### src/verilog/simt_pkg.sv
// Widths and shared types of the operand stage
// Sizes are fixed here; only the register file bank count is a parameter
package simt_pkg;

    // Warps, threads and register geometry
    localparam int unsigned NUM_WARPS         = 4;
    localparam int unsigned WID_WIDTH         = 2;
    localparam int unsigned WARP_WIDTH        = 4;
    localparam int unsigned REG_WIDTH         = 16;
    localparam int unsigned NUM_REGS          = 16;
    localparam int unsigned REG_IDX_WIDTH     = 4;
    localparam int unsigned OPERANDS_PER_INST = 2;
    localparam int unsigned TAG_WIDTH         = 2;
    localparam int unsigned PC_WIDTH          = 16;

    typedef logic [WID_WIDTH-1:0]              wid_t;
    typedef logic [REG_IDX_WIDTH-1:0]          reg_idx_t;
    typedef logic [PC_WIDTH-1:0]               pc_t;
    typedef logic [WARP_WIDTH-1:0]             act_mask_t;
    typedef logic [REG_WIDTH-1:0]              lane_data_t;
    typedef logic [WARP_WIDTH*REG_WIDTH-1:0]   warp_data_t;
    // Warp id sits in the low bits
    typedef logic [TAG_WIDTH+WID_WIDTH-1:0]    iid_t;

    typedef enum logic [2:0] {
        ADD    = 3'd0,
        SUB    = 3'd1,
        AND    = 3'd2,
        OR     = 3'd3,
        XOR    = 3'd4,
        PASS_A = 3'd5
    } alu_op_e;

    // ####################
    // Packed bundles
    // ####################

    typedef struct packed {
        iid_t                                  tag;
        pc_t                                   pc;
        act_mask_t                             act_mask;
        alu_op_e                               op;
        reg_idx_t                              dst;
        logic [OPERANDS_PER_INST-1:0]          src_required;
        reg_idx_t [OPERANDS_PER_INST-1:0]      src;
    } dispatch_t;

    typedef struct packed {
        wid_t     wid;
        reg_idx_t reg_idx;
    } read_req_t;

    typedef struct packed {
        iid_t                                  tag;
        pc_t                                   pc;
        act_mask_t                             act_mask;
        alu_op_e                               op;
        reg_idx_t                              dst;
        warp_data_t [OPERANDS_PER_INST-1:0]    operands;
    } exec_req_t;

    typedef struct packed {
        wid_t       wid;
        reg_idx_t   reg_idx;
        act_mask_t  act_mask;
        warp_data_t data;
    } wb_req_t;

    typedef struct packed {
        iid_t     tag;
        pc_t      pc;
        reg_idx_t dst;
    } result_t;

endpackage
### src/verilog/lane_alu.sv
// Per-thread integer ALU with one output register
// Writeback strobe fires in the cycle the output register loads
`timescale 1ns/1ps

module lane_alu (
    input  logic clk_i,
    input  logic rst_i,

    // From the collector
    input  logic                 exec_valid_i,
    input  simt_pkg::exec_req_t  exec_req_i,
    output logic                 exec_ready_o,

    // Register write, single cycle strobe
    output logic                 wb_valid_o,
    output simt_pkg::wb_req_t    wb_o,

    // Result toward the outside
    output logic                 result_valid_o,
    output simt_pkg::result_t    result_o,
    output simt_pkg::warp_data_t result_data_o,
    input  logic                 result_ready_i
);

    localparam int unsigned LaneW = simt_pkg::REG_WIDTH;

    logic                 exec_fire;
    logic                 out_valid_q;
    simt_pkg::result_t    out_hdr_q;
    simt_pkg::warp_data_t out_data_q;
    simt_pkg::warp_data_t lane_res;

    // Accept when empty or being drained this cycle
    assign exec_ready_o = !out_valid_q || result_ready_i;
    assign exec_fire    = exec_valid_i && exec_ready_o;

    // ####################
    // Lane datapath
    // ####################

    always_comb begin
        simt_pkg::lane_data_t a;
        simt_pkg::lane_data_t b;
        for (int l = 0; l < simt_pkg::WARP_WIDTH; l++) begin
            a = exec_req_i.operands[0][l*LaneW +: LaneW];
            b = exec_req_i.operands[1][l*LaneW +: LaneW];
            unique case (exec_req_i.op)
                simt_pkg::ADD:    lane_res[l*LaneW +: LaneW] = a + b;
                simt_pkg::SUB:    lane_res[l*LaneW +: LaneW] = a - b;
                simt_pkg::AND:    lane_res[l*LaneW +: LaneW] = a & b;
                simt_pkg::OR:     lane_res[l*LaneW +: LaneW] = a | b;
                simt_pkg::XOR:    lane_res[l*LaneW +: LaneW] = a ^ b;
                simt_pkg::PASS_A: lane_res[l*LaneW +: LaneW] = a;
                default:          lane_res[l*LaneW +: LaneW] = '0;
            endcase
            // Inactive threads read as zero
            if (!exec_req_i.act_mask[l]) begin
                lane_res[l*LaneW +: LaneW] = '0;
            end
        end
    end

    // Masked write back to the register file
    assign wb_valid_o  = exec_fire;
    assign wb_o.wid      = exec_req_i.tag[simt_pkg::WID_WIDTH-1:0];
    assign wb_o.reg_idx  = exec_req_i.dst;
    assign wb_o.act_mask = exec_req_i.act_mask;
    assign wb_o.data     = lane_res;

    // ####################
    // Output register
    // ####################

    always_ff @(posedge clk_i) begin
        if (rst_i) begin
            out_valid_q <= 1'b0;
        end else if (exec_fire) begin
            out_valid_q <= 1'b1;
        end else if (result_ready_i) begin
            out_valid_q <= 1'b0;
        end
    end

    // Held while stalled, only loads on a new instruction
    always_ff @(posedge clk_i) begin
        if (exec_fire) begin
            out_hdr_q.tag <= exec_req_i.tag;
            out_hdr_q.pc  <= exec_req_i.pc;
            out_hdr_q.dst <= exec_req_i.dst;
            out_data_q    <= lane_res;
        end
    end

    assign result_valid_o = out_valid_q;
    assign result_o       = out_hdr_q;
    assign result_data_o  = out_data_q;

endmodule

### config.mk
export PLATFORM = sky130hd
export DESIGN_NAME = lane_alu
export DESIGN_NICKNAME = d
export VERILOG_FILES = /design/src/verilog/simt_pkg.sv /design/src/verilog/lane_alu.sv
export SDC_FILE = /design/constraint.sdc
export NUM_CORES = 1
export LEC_CHECK = 0
export BUFFER_PORTS_ARGS = -buffer_cell sky130_fd_sc_hd__buf_2
export CAP_MARGIN = 20
export CORE_ASPECT_RATIO = 2
export CORE_MARGIN = 2
export CORE_UTILIZATION = 58
export CTS_CLUSTER_DIAMETER = 200
export DETAILED_ROUTE_END_ITERATION = 8
export PLACE_DENSITY = 0.95
export SLEW_MARGIN = 20
export SYNTH_ARGS = -nofsm -noshare
export SYNTH_HDL_FRONTEND = slang
export SYNTH_SLANG_ARGS = --single-unit
### constraint.sdc
create_clock -name clk_i -period 12.23 [get_ports clk_i]
set_clock_uncertainty 0.1 [all_clocks]
set_input_delay 2.446 -clock clk_i [delete_from_list [all_inputs] [get_ports clk_i]]
set_output_delay 2.446 -clock clk_i [all_outputs]
set_load 0.02 [all_outputs]
-- Word-level counts from Yosys, hierarchy flattened
Cells that the tools add are included.
- flip-flop bits (word level): 89
- input bits: 163
- output and inout bits: 165
- word-level logic and storage cells: 45
- add/sub/neg operators: 8
- equal/unequal tests: 5
- muxes and demuxes: 10
- bitwise logic cells: 12
- reduce and logical (&&, ||, !) cells: 5
- operators by type and width (operator ; number):
    one-hot mux 16 bit (6 select lines) ; 4
    adder 16 bit ; 4
    bitwise AND 16 bit ; 4
    two-way mux 16 bit ; 4
    bitwise OR 16 bit ; 4
    subtractor 16 bit ; 4
    XOR 16 bit ; 4
    == test 3 x 2 -> 1 bit, second input constant ; 2
    == test 3 bit, second input constant ; 2
    == test 3 x 1 -> 1 bit, second input constant ; 1
    logical NOT 3 bit ; 1
    two-way mux 1 bit ; 2
    nonzero test 2 bit ; 1
    logical AND 1 bit ; 1
    logical NOT 1 bit ; 1
    logical OR 1 bit ; 1

-- Depth between registers and ports, before layout
- word-level depth: 4
- gate-level depth with buffers: 16
- gate-level depth less buffers: 14

-- Worst setup path after synthesis
No wires, ideal clock.
- kind: input-to-output
- start: input port exec_req_i[133] (netlist bit)
- end: output port wb_o[15] (netlist bit)
- arrival: 5.548 ns
- required time: 9.684 ns
- path slack: 4.136 ns
- stages on the path: 16
- buffers on the path: 3
- cell sequence: clkbuf_1 nor2_1 nand2_1 buf_2 buf_1 nand2_1 o21ai_0 inv_1 ha_1 nor2b_1 o31a_1 o41ai_4 nor4_1 a221oi_1 xnor2_1 o22ai_1
- RTL lines (item ; line ; RTL):
    start, declared ; lane_alu.sv:11 ; input simt_pkg::exec_req_t exec_req_i,
    end, declared ; lane_alu.sv:16 ; output simt_pkg::wb_req_t wb_o,

==> impl_metrics.toml <==
[status]
outcome = "complete, no violations"

[worst_hold_path]
holdCritPathClass = "reg2reg"

[cts]
ctsResizeCount = 0
path_clk_slew_ns = 0.07
clockRootBuffer = "clkbuf_16"
h-tree-depth = 3
post-cts-setup-buffers = 0
clk_path_buf_depth = 2
cts_inserted_buffers = 9
holdBufCountCts = 0
clock_sinks = 89
clkLatencyLatePin_ns = 0.35
cts_tree = "done"

[synth]
syn_area_per_cell_um2 = 8.62
yosysTopAreaCellShare_pct = 24.4
synth.net_count = 1614
synthArstFlopShare_pct = 0
yosysMostFrequentCell = "ha_1"
ys_warn_count = 0
yosys_most_used_dff = "edfxtp_1"
syn_inst = 1255
ys_seq_area_share_pct = 24.6
synth_commonest_cells = "ha_1, inv_1, nor2_1"
synthTopCellsByArea = "edfxtp_1, ha_1, xnor2_1"
synth_top_cell_by_area = "edfxtp_1"
synth_edf_count = 88
netlist_area_um2 = 10800
ys_seq_elements = 89
synth_cell_types = 74

[die]
rows = 70
die_w_um = 101
die-area_um2 = 19800
core_um2 = 18300
num_io_pins = 328
die_height_um = 197
initial_utilization_pct = 59.1

[drt]
vias = 11300
drc = 0
ant_nets = 0
vias_per_cell = 6.34
drt_pass1_iterations = 5
routed_wl_um = 35900
wl_per_cell_um = 20.2
first_iter_violations = 734

[placed_design]
dp.cells = 1754
gp_congestion = 0.966
dp_slack_ns = 3.23
portBuffers = 327
dp_hpwl_um = 27000

[timing]
fin_crit_ns = 9.11
max_freq_ghz = 0.110
relSlewSlack_pct = 33.9
fin_ws_ns = 3.12
rsz0062_at_grt = "no"
period_share_pct = 74.5
finalHoldViolations = 0
slew_violations = 0
tightest_slew_ns = 0.989
setup_viol = 0
hold_ws_ns = 0.487
setup-tns-final_ns = 0

[cells_and_area]
syn_to_final_growth_pct = 19.4
final_layout_size_suffix_gt1_share_pct = 24.6
fin_cells = 1777
num-nets-final = 1908

[setup_path]
required_ns = 9.68
reg2reg_slack_ns = 10.07
path_class = "in2out"
end_kind = "primary output"
crit_path_start_kind = "primary input"
crit_fanout = 39
cp_data_arrival_time_ns = 6.57

[global_route]
grt_pass1_wl_um = 54600
grt_max_degree = 59
grt_use_total_pct = 35.0
grt_overflow = 0
antenna_found_initial = 8
grt_pass1_vias = 11600

[power_and_ir_drop]
ir_drop_mv = 0.0684
powerDensity_nw_per_um2 = 93.1
total_leakage_power_nw = 6.39

[job]
cap_violations = 0
layer usage:
layer / part of all wire (%) / GRT usage (%)
met2: 52 / 62.5
met5: 0.031 / 0
met4: 8.2 / 29.5
met1: 32 / 33.6
met3: 7.7 / 6.51
cell type report:
| class | instances | area (um2) |
|---|---|---|
| antenna | 7 | 17.5 |
| clock buffer | 9 | 225 |
| clock inverter | 7 | 86.3 |
| fill | 1440 | 5390 |
| inverter | 155 | 582 |
| multi-input combinational | 956 | 7350 |
| sequential | 89 | 2660 |
| tap | 216 | 270 |
| timing repair buffer | 338 | 1720 |
registers in the layout, summed over array words and instances, names as in the netlist:
register and count:
result_o 24, result_valid_o 1, result_data_o 64
stage by stage:
stage                     power (mW)  util, %  instance area (um2)
after floorplan                0.732        -                10800
after global placement         0.876     68.7                12600
after detailed placement       0.896     68.7                12600
after CTS                       1.20     70.5                12900
after global routing            1.26     70.5                12900
final                           1.20     70.5                12900
report_power, final:
group | leakage (nW) | internal, mW | switching, mW
clock network | 0.144 | 0.163 | 0.137
registers | 0.879 | 0.364 | 0.00556
logic | 5.37 | 0.201 | 0.332
cell usage in the layout, fill, tap and decap left out, types with 16 or more instances in the layout:
master	instances
a21oi_1	93
xor2_1	18
o31ai_1	17
inv_1	155
a22oi_1	35
o21ai_0	56
nand2_1	86
o22ai_1	18
xnor2_1	84
buf_2	327
edfxtp_1	88
ha_1	192
a21o_1	16
a221oi_1	16
a31oi_1	38
nor2_1	96
logic make-up (layout without fill, tap and decap cells):
logic type	Yosys count	after routing	share of synthesized area, %
muxes	10	10	0.949
and+or+nand+nor	278	278	12.4
adders and majority gates	196	196	23.0
AOI/OAI and AO/OA	370	370	23.1
buffers and inverters	210	509	7.69
xor gates and xnor gates	102	102	8.26
other	0	7	0
DFF	89	89	24.6
critical path, cell delays in order:
cell,delay [ns]
buf_2,0.17
nor2_4,0.12
buf_4,0.45
nand2_2,0.48
buf_4,0.39
o21ai_0,0.31
inv_1,0.08
ha_1,0.27
nor2b_1,0.14
o31a_1,0.29
o41ai_4,0.34
nor4_1,0.13
a221oi_1,0.37
xnor2_1,0.12
o22ai_1,0.19
buf_2,0.21
path summary, 6_finish.rpt:
check,start,endpoint,cells after the start
max,exec_req_i[133],wb_o[15],16
min,result_valid_o,result_valid_o,2
max reg2reg,result_valid_o,result_data_o[21],3
min reg2reg,result_valid_o,result_valid_o,2
No activity file was read; power rests on OpenSTA's default activity.
