### config.mk
export PLATFORM = sky130hd
export DESIGN_NAME = operand_collector
export DESIGN_NICKNAME = d
export VERILOG_FILES = /design/src/verilog/simt_pkg.sv /design/src/verilog/operand_collector.sv
export SDC_FILE = /design/constraint.sdc
export NUM_CORES = 1
export LEC_CHECK = 0
export BUFFER_PORTS_ARGS = -buffer_cell sky130_fd_sc_hd__buf_2
export CORE_AREA = 2 2 136 138
export CTS_BUF_LIST = sky130_fd_sc_hd__clkbuf_16
export DETAILED_ROUTE_END_ITERATION = 12
export DIE_AREA = 0 0 138 140
export PLACE_DENSITY = 0.68
export SETUP_SLACK_MARGIN = 0.05
export SYNTH_ARGS = -nofsm -noshare
export SYNTH_HDL_FRONTEND = slang
export SYNTH_SLANG_ARGS = --single-unit
### constraint.sdc
create_clock -name clk_i -period 1.9 [get_ports clk_i]
set_input_delay 0.38 -clock clk_i [delete_from_list [all_inputs] [get_ports clk_i]]
set_output_delay 0.38 -clock clk_i [all_outputs]
set_load 0.1 [all_outputs]
### src/verilog/simt_pkg.sv
// Widths and shared types of the operand stage
// Sizes are fixed here; only the register file bank count is a parameter
package simt_pkg;

    // Warps, threads and register geometry
    localparam int unsigned NUM_WARPS         = 4;
    localparam int unsigned WID_WIDTH         = 2;
    localparam int unsigned WARP_WIDTH        = 4;
    localparam int unsigned REG_WIDTH         = 16;
    localparam int unsigned NUM_REGS          = 16;
    localparam int unsigned REG_IDX_WIDTH     = 4;
    localparam int unsigned OPERANDS_PER_INST = 2;
    localparam int unsigned TAG_WIDTH         = 2;
    localparam int unsigned PC_WIDTH          = 16;

    typedef logic [WID_WIDTH-1:0]              wid_t;
    typedef logic [REG_IDX_WIDTH-1:0]          reg_idx_t;
    typedef logic [PC_WIDTH-1:0]               pc_t;
    typedef logic [WARP_WIDTH-1:0]             act_mask_t;
    typedef logic [REG_WIDTH-1:0]              lane_data_t;
    typedef logic [WARP_WIDTH*REG_WIDTH-1:0]   warp_data_t;
    // Warp id sits in the low bits
    typedef logic [TAG_WIDTH+WID_WIDTH-1:0]    iid_t;

    typedef enum logic [2:0] {
        ADD    = 3'd0,
        SUB    = 3'd1,
        AND    = 3'd2,
        OR     = 3'd3,
        XOR    = 3'd4,
        PASS_A = 3'd5
    } alu_op_e;

    // ####################
    // Packed bundles
    // ####################

    typedef struct packed {
        iid_t                                  tag;
        pc_t                                   pc;
        act_mask_t                             act_mask;
        alu_op_e                               op;
        reg_idx_t                              dst;
        logic [OPERANDS_PER_INST-1:0]          src_required;
        reg_idx_t [OPERANDS_PER_INST-1:0]      src;
    } dispatch_t;

    typedef struct packed {
        wid_t     wid;
        reg_idx_t reg_idx;
    } read_req_t;

    typedef struct packed {
        iid_t                                  tag;
        pc_t                                   pc;
        act_mask_t                             act_mask;
        alu_op_e                               op;
        reg_idx_t                              dst;
        warp_data_t [OPERANDS_PER_INST-1:0]    operands;
    } exec_req_t;

    typedef struct packed {
        wid_t       wid;
        reg_idx_t   reg_idx;
        act_mask_t  act_mask;
        warp_data_t data;
    } wb_req_t;

    typedef struct packed {
        iid_t     tag;
        pc_t      pc;
        reg_idx_t dst;
    } result_t;

endpackage
### src/verilog/operand_collector.sv
// Single-slot collector, holds one instruction until the execution stage takes it
// Register file must answer exactly one cycle after each accepted read
`timescale 1ns/1ps

module operand_collector (
    input  logic clk_i,
    input  logic rst_i,

    // Dispatch side
    input  logic                                                 disp_valid_i,
    input  simt_pkg::dispatch_t                                  disp_i,
    output logic                                                 disp_ready_o,

    // Register file read request per operand
    output logic [simt_pkg::OPERANDS_PER_INST-1:0]               rd_valid_o,
    output simt_pkg::read_req_t [simt_pkg::OPERANDS_PER_INST-1:0] rd_req_o,
    input  logic [simt_pkg::OPERANDS_PER_INST-1:0]               rd_ready_i,

    // Register file response, fixed one cycle latency
    input  logic [simt_pkg::OPERANDS_PER_INST-1:0]               rd_rsp_valid_i,
    input  simt_pkg::warp_data_t [simt_pkg::OPERANDS_PER_INST-1:0] rd_rsp_data_i,

    // Execution side
    output logic                                                 exec_valid_o,
    output simt_pkg::exec_req_t                                  exec_req_o,
    input  logic                                                 exec_ready_i
);

    localparam int unsigned NumOps = simt_pkg::OPERANDS_PER_INST;

    // ####################
    // Slot state
    // ####################

    // Control flags, cleared by reset
    logic              occupied_q;
    logic [NumOps-1:0] requested_q;
    logic [NumOps-1:0] ready_q;

    // Payload, no reset needed
    simt_pkg::dispatch_t                 inst_q;
    simt_pkg::warp_data_t [NumOps-1:0]   data_q;

    logic disp_fire;
    logic exec_fire;

    assign disp_ready_o = !occupied_q;
    assign disp_fire    = disp_valid_i && disp_ready_o;
    assign exec_valid_o = occupied_q && (&ready_q);
    assign exec_fire    = exec_valid_o && exec_ready_i;

    // Read requests go out from the cycle after acceptance
    always_comb begin
        for (int i = 0; i < NumOps; i++) begin
            rd_valid_o[i]       = occupied_q && !requested_q[i];
            // Warp id is the low part of the tag
            rd_req_o[i].wid     = inst_q.tag[simt_pkg::WID_WIDTH-1:0];
            rd_req_o[i].reg_idx = inst_q.src[i];
        end
    end

    // Flag updates
    always_ff @(posedge clk_i) begin
        if (rst_i) begin
            occupied_q  <= 1'b0;
            requested_q <= '0;
            ready_q     <= '0;
        end else if (disp_fire) begin
            occupied_q  <= 1'b1;
            // Immediate operands count as already fetched
            requested_q <= ~disp_i.src_required;
            ready_q     <= ~disp_i.src_required;
        end else begin
            if (exec_fire) begin
                occupied_q <= 1'b0;
            end
            // Sticky once the handshake or response happens
            requested_q <= requested_q | (rd_valid_o & rd_ready_i);
            ready_q     <= ready_q | rd_rsp_valid_i;
        end
    end

    // Instruction and operand data
    always_ff @(posedge clk_i) begin
        if (disp_fire) begin
            inst_q <= disp_i;
        end
        for (int i = 0; i < NumOps; i++) begin
            if (disp_fire && !disp_i.src_required[i]) begin
                // Immediate, source index in every lane
                for (int l = 0; l < simt_pkg::WARP_WIDTH; l++) begin
                    data_q[i][l*simt_pkg::REG_WIDTH +: simt_pkg::REG_WIDTH] <=
                        simt_pkg::lane_data_t'(disp_i.src[i]);
                end
            end else if (rd_rsp_valid_i[i]) begin
                data_q[i] <= rd_rsp_data_i[i];
            end
        end
    end

    // Collected instruction toward the ALU
    assign exec_req_o.tag      = inst_q.tag;
    assign exec_req_o.pc       = inst_q.pc;
    assign exec_req_o.act_mask = inst_q.act_mask;
    assign exec_req_o.op       = inst_q.op;
    assign exec_req_o.dst      = inst_q.dst;
    assign exec_req_o.operands = data_q;

endmodule

## Yosys cells after proc, flatten, opt, wreduce, memory -nomap -nowiden

Cells that the tools add are included.

- Output and inout bits: 175
- Flip-flop bits (word level): 172
- Word-level logic and storage cells: 42

- Multiplexer cells: 8
- Bitwise logic cells: 4
- Reduce and logical (&&, ||, !) cells: 16

Operators with widths:

| kind | number |
|---|---|
| two-way mux 52 bit | 4 |
| logical AND 1 bit | 7 |
| nonzero test 2 bit | 3 |
| zero test 1 bit | 5 |
| two-way mux 2 bit | 2 |
| bitwise OR 2 bit | 2 |
| AND 2 bit | 1 |
| two-way mux 1 bit | 2 |
| inverter 2 bit | 1 |
| AND reduction 2 bit | 1 |

## Logic depth before layout (Yosys ltp)

- Word-level depth: 5
- Mapped depth: 5
- Gate-level depth less buffers: 2

## Worst setup path before layout

Ideal clock, no wire load.

- Path kind: register to output
- From: register occupied_q
- To: output rd_valid_o[0] (netlist bit)
- Stages on the path, launching flop included: 5
- Buffers on the path: 2
- Arrival time: 2.579 ns
- Slack: -1.059 ns
- Path through: dfxtp_1 clkbuf_2 buf_1 inv_1 nor2_1

- Longest elaborated chain between the ends: 1

Ends and longest elaborated chain:

| item | RTL line | RTL |
|---|---|---|
| from (decl) | operand_collector.sv:36 | `logic occupied_q;` |
| from (signal assigned) | operand_collector.sv:65 | `occupied_q <= 1'b0;` |
| from (signal assigned) | operand_collector.sv:69 | `occupied_q <= 1'b1;` |
| from (signal assigned) | operand_collector.sv:75 | `occupied_q <= 1'b0;` |
| logical AND 1 bit | operand_collector.sv:55 | `rd_valid_o[i] = occupied_q && !requested_q[i];` |
| to (decl) | operand_collector.sv:15 | `output logic [simt_pkg::OPERANDS_PER_INST-1:0] rd_valid_o,` |

Every way passes these cells.

## Worst setup path after layout

- From: register occupied_q
- To: output rd_valid_o[1] (netlist bit)

The elaborated chain is that of the path after synthesis.

==> impl_results.md <==
- Status: completed
- Chip height: around 140 um
- # fillers: around 1600
- Switch Pwr: approximately 4.7 mW
- Violation count after the first detailed-route iteration: 220
- DP Area: approximately 8400 um2
- Area delta synth->final: 43.7%
- Antenna violations before repair: 1
- Critical path type: register to output port
- Initial Util: 0.351
- HPWL Detailed: ~13 mm
- Vias in the first global route: approximately 4900
- Antenna violation net count after detailed routing: 0
- Crit start category: register
- Sw Ratio: 0.409
- Slew HR: 0.653
- DRC viols: 0
- Detailed Routing Iterations Pass 1: 4
- Comb power frac: 0.320
- FF+latch count, synth: between 150 and 200
- Wire length per cell: 15.8 um
- Slew @ Worst Pin: around 520 ps
- Reg power frac: 0.379
- Max Cap Viol: 0
- Hold Fails Final Rpt: 0
- Fin cells: 1062
- Crit path max fanout: 15
- Ant diodes: 0
- Min cycle time layout: 1750 ps
- Hold crit path type: input port to register
- Max IR drop VDD: ~0.64 mV
- Largest net degree at the start of global routing: 49
- Die area: 19300 um2
- Clk_lat worst skew: 420 ps
- Clk pwr share: 0.301
- Max Clk Rate: ~570 MHz
- Setup TNS: 0 ps
- Internal power: 6.82 mW
- Required time worst endpoint: ~1500 ps
- First-pass GRT wire length: between 20 and 30 mm
- Final Instance Area: 8980 um2
- Mapped cell area: about 6200 um2
- H-tree depth: 4
- Final setup viols: 0
- Clock Tree Buf Depth: 2
- Via/cell ratio: approximately 4.6
- Dpl cells: between 1000 and 1500
- Resized Gates After CTS: 2
- Clk root buf: clkbuf_16
- Total track usage: 0.168
- Cts bufs inserted: 17
- Max Slew Vio Count: 0
- Arr. time, crit path: 1370 ps
- Most frequent cells in the layout: buf_2, dfxtp_1, nor2_1
- PD cells: between 1000 and 1500 nW/um2
- Commonest non-fill, non-tap cell in the layout: buf_2
- Leak pwr: between 4 and 5 nW
- Mean Syn Cell Area: roughly 13 um2
- Setup Buffers After CTS: 0
- Sequential cell area fraction in the yosys report: 0.665
- Ys Warns: 0
- Syn Nets: about 650
- CORE AREA: 17800 um2
- Netlist cell types: 25
- TritonCTS clock tree: built
- Row cnt: 49
- Mapped Cells: approximately 470
- RePlAce Congestion: a little under 0.8
- Share of cells above drive strength 1: 0.526
- CTS clk-pin slew, worst paths: approximately 70 ps
- Worst reg2reg path depth: 3
- Clk sinks: about 170
- Final #Nets: between 900 and 1000
- Endpoint class of the critical path: output port
- Hold Buf Count CTS: 0
- PortBufs: roughly 350
- IO Pins: 352
- Total grt overflow: 0
- Hold path cells: 1
- RSZ-0062 raised after global routing: false
- Final period util: 0.921
- Chip width: ~140 um
- Final wirelength: 16.7 mm
- Via count: 4877
- Max Clock Skew: 12.0 ps
## Yosys cell counts (all sizes together)
library cell / n / share of area
and4bb: 8 / 0.016
dfxtp: 101 / 0.32
and3: 1 / 0.0010
o21bai: 1 / 0.0012
a211oi: 2 / 0.0024
nor2: 100 / 0.060
edfxtp: 71 / 0.34
mux2i: 96 / 0.15
nor3b: 4 / 0.0048
and3b: 2 / 0.0028
a31o: 32 / 0.045
a41oi: 1 / 0.0014
buf: 26 / 0.026
a311oi: 2 / 0.0028
nand2b: 5 / 0.0050
or3b: 2 / 0.0028
clkbuf: 10 / 0.0062
or2b: 2 / 0.0024
inv: 2 / 0.0012
## per-stage QoR
stage | utilization | total power [mW] | hold WS (ps) | setup WS [ps]
floorplan | - | 7.47 | 452 | -201
global placement | 0.471 | 8.13 | 466 | 90.8
detailed placement | 0.471 | 8.16 | 476 | 74.8
CTS | 0.505 | 11.7 | 112 | 117
global route | 0.505 | 12.0 | 108 | 67.0
finish | 0.505 | 11.5 | 133 | 151
## state kept, by name, summed over array words and instances, names as in the netlist
register and flops:
occupied_q 1, requested_q 2, ready_q 2, rd_req_o 8, exec_req_o 159
## kinds of logic (layout without fill, tap and decap cells)
kind of cell    count (synthesis)  in the layout  share of synthesized area
mux                            96             96                      0.154
buf+inv                        38            403                     0.0336
flops                         172            172                      0.665
compound gates                 38             38                     0.0527
simple gates                  124            124                     0.0949
## cell type report
type,instances,area [um2],area share
clock inverters,15,166,0.0185
clock buffers,17,425,0.0474
multi-input cells,258,1910,0.213
well taps,229,287,0.0319
flip-flops and latches,172,4160,0.463
inverters,2,15.0,0.00167
repair buffers,369,2020,0.225
## power by group through the flow
| stage | combinational [mW] | clock (mW) | sequential, mW |
|---|---|---|---|
| finish | 3.69 | 3.48 | 4.38 |
| global route | 3.81 | 3.73 | 4.41 |
| CTS | 3.71 | 3.57 | 4.38 |
| detailed placement | 3.71 | 0 | 4.46 |
| global placement | 3.69 | 0 | 4.45 |
| floorplan | 0.551 | 0 | 6.92 |
## worst max-delay path, stage by stage, from the launching register on
cell and delay [ps]:
dfxtp_4 440, clkinvlp_4 190, nor2_4 140, buf_12 190
## per-layer routing
metal,part of all wire,GRT usage,wire [um],up-vias
li1,-,-,-,2372
met1,0.38,0.184,6290,2236
met2,0.52,0.299,8690,237
met3,0.080,0.0588,1340,30
met4,0.024,0.0677,401,2
met5,0.00042,0,7,-
## final timing paths
path	startpoint	to	slack, ps
worst max-delay path	occupied_q	rd_valid_o[1]	150
worst min-delay path	disp_i[32]	exec_req_o[150]	130
worst max register to register	occupied_q	exec_req_o[49]	280
worst min register to register	ready_q[0]	occupied_q	480
(Power assumes the default switching activity.)
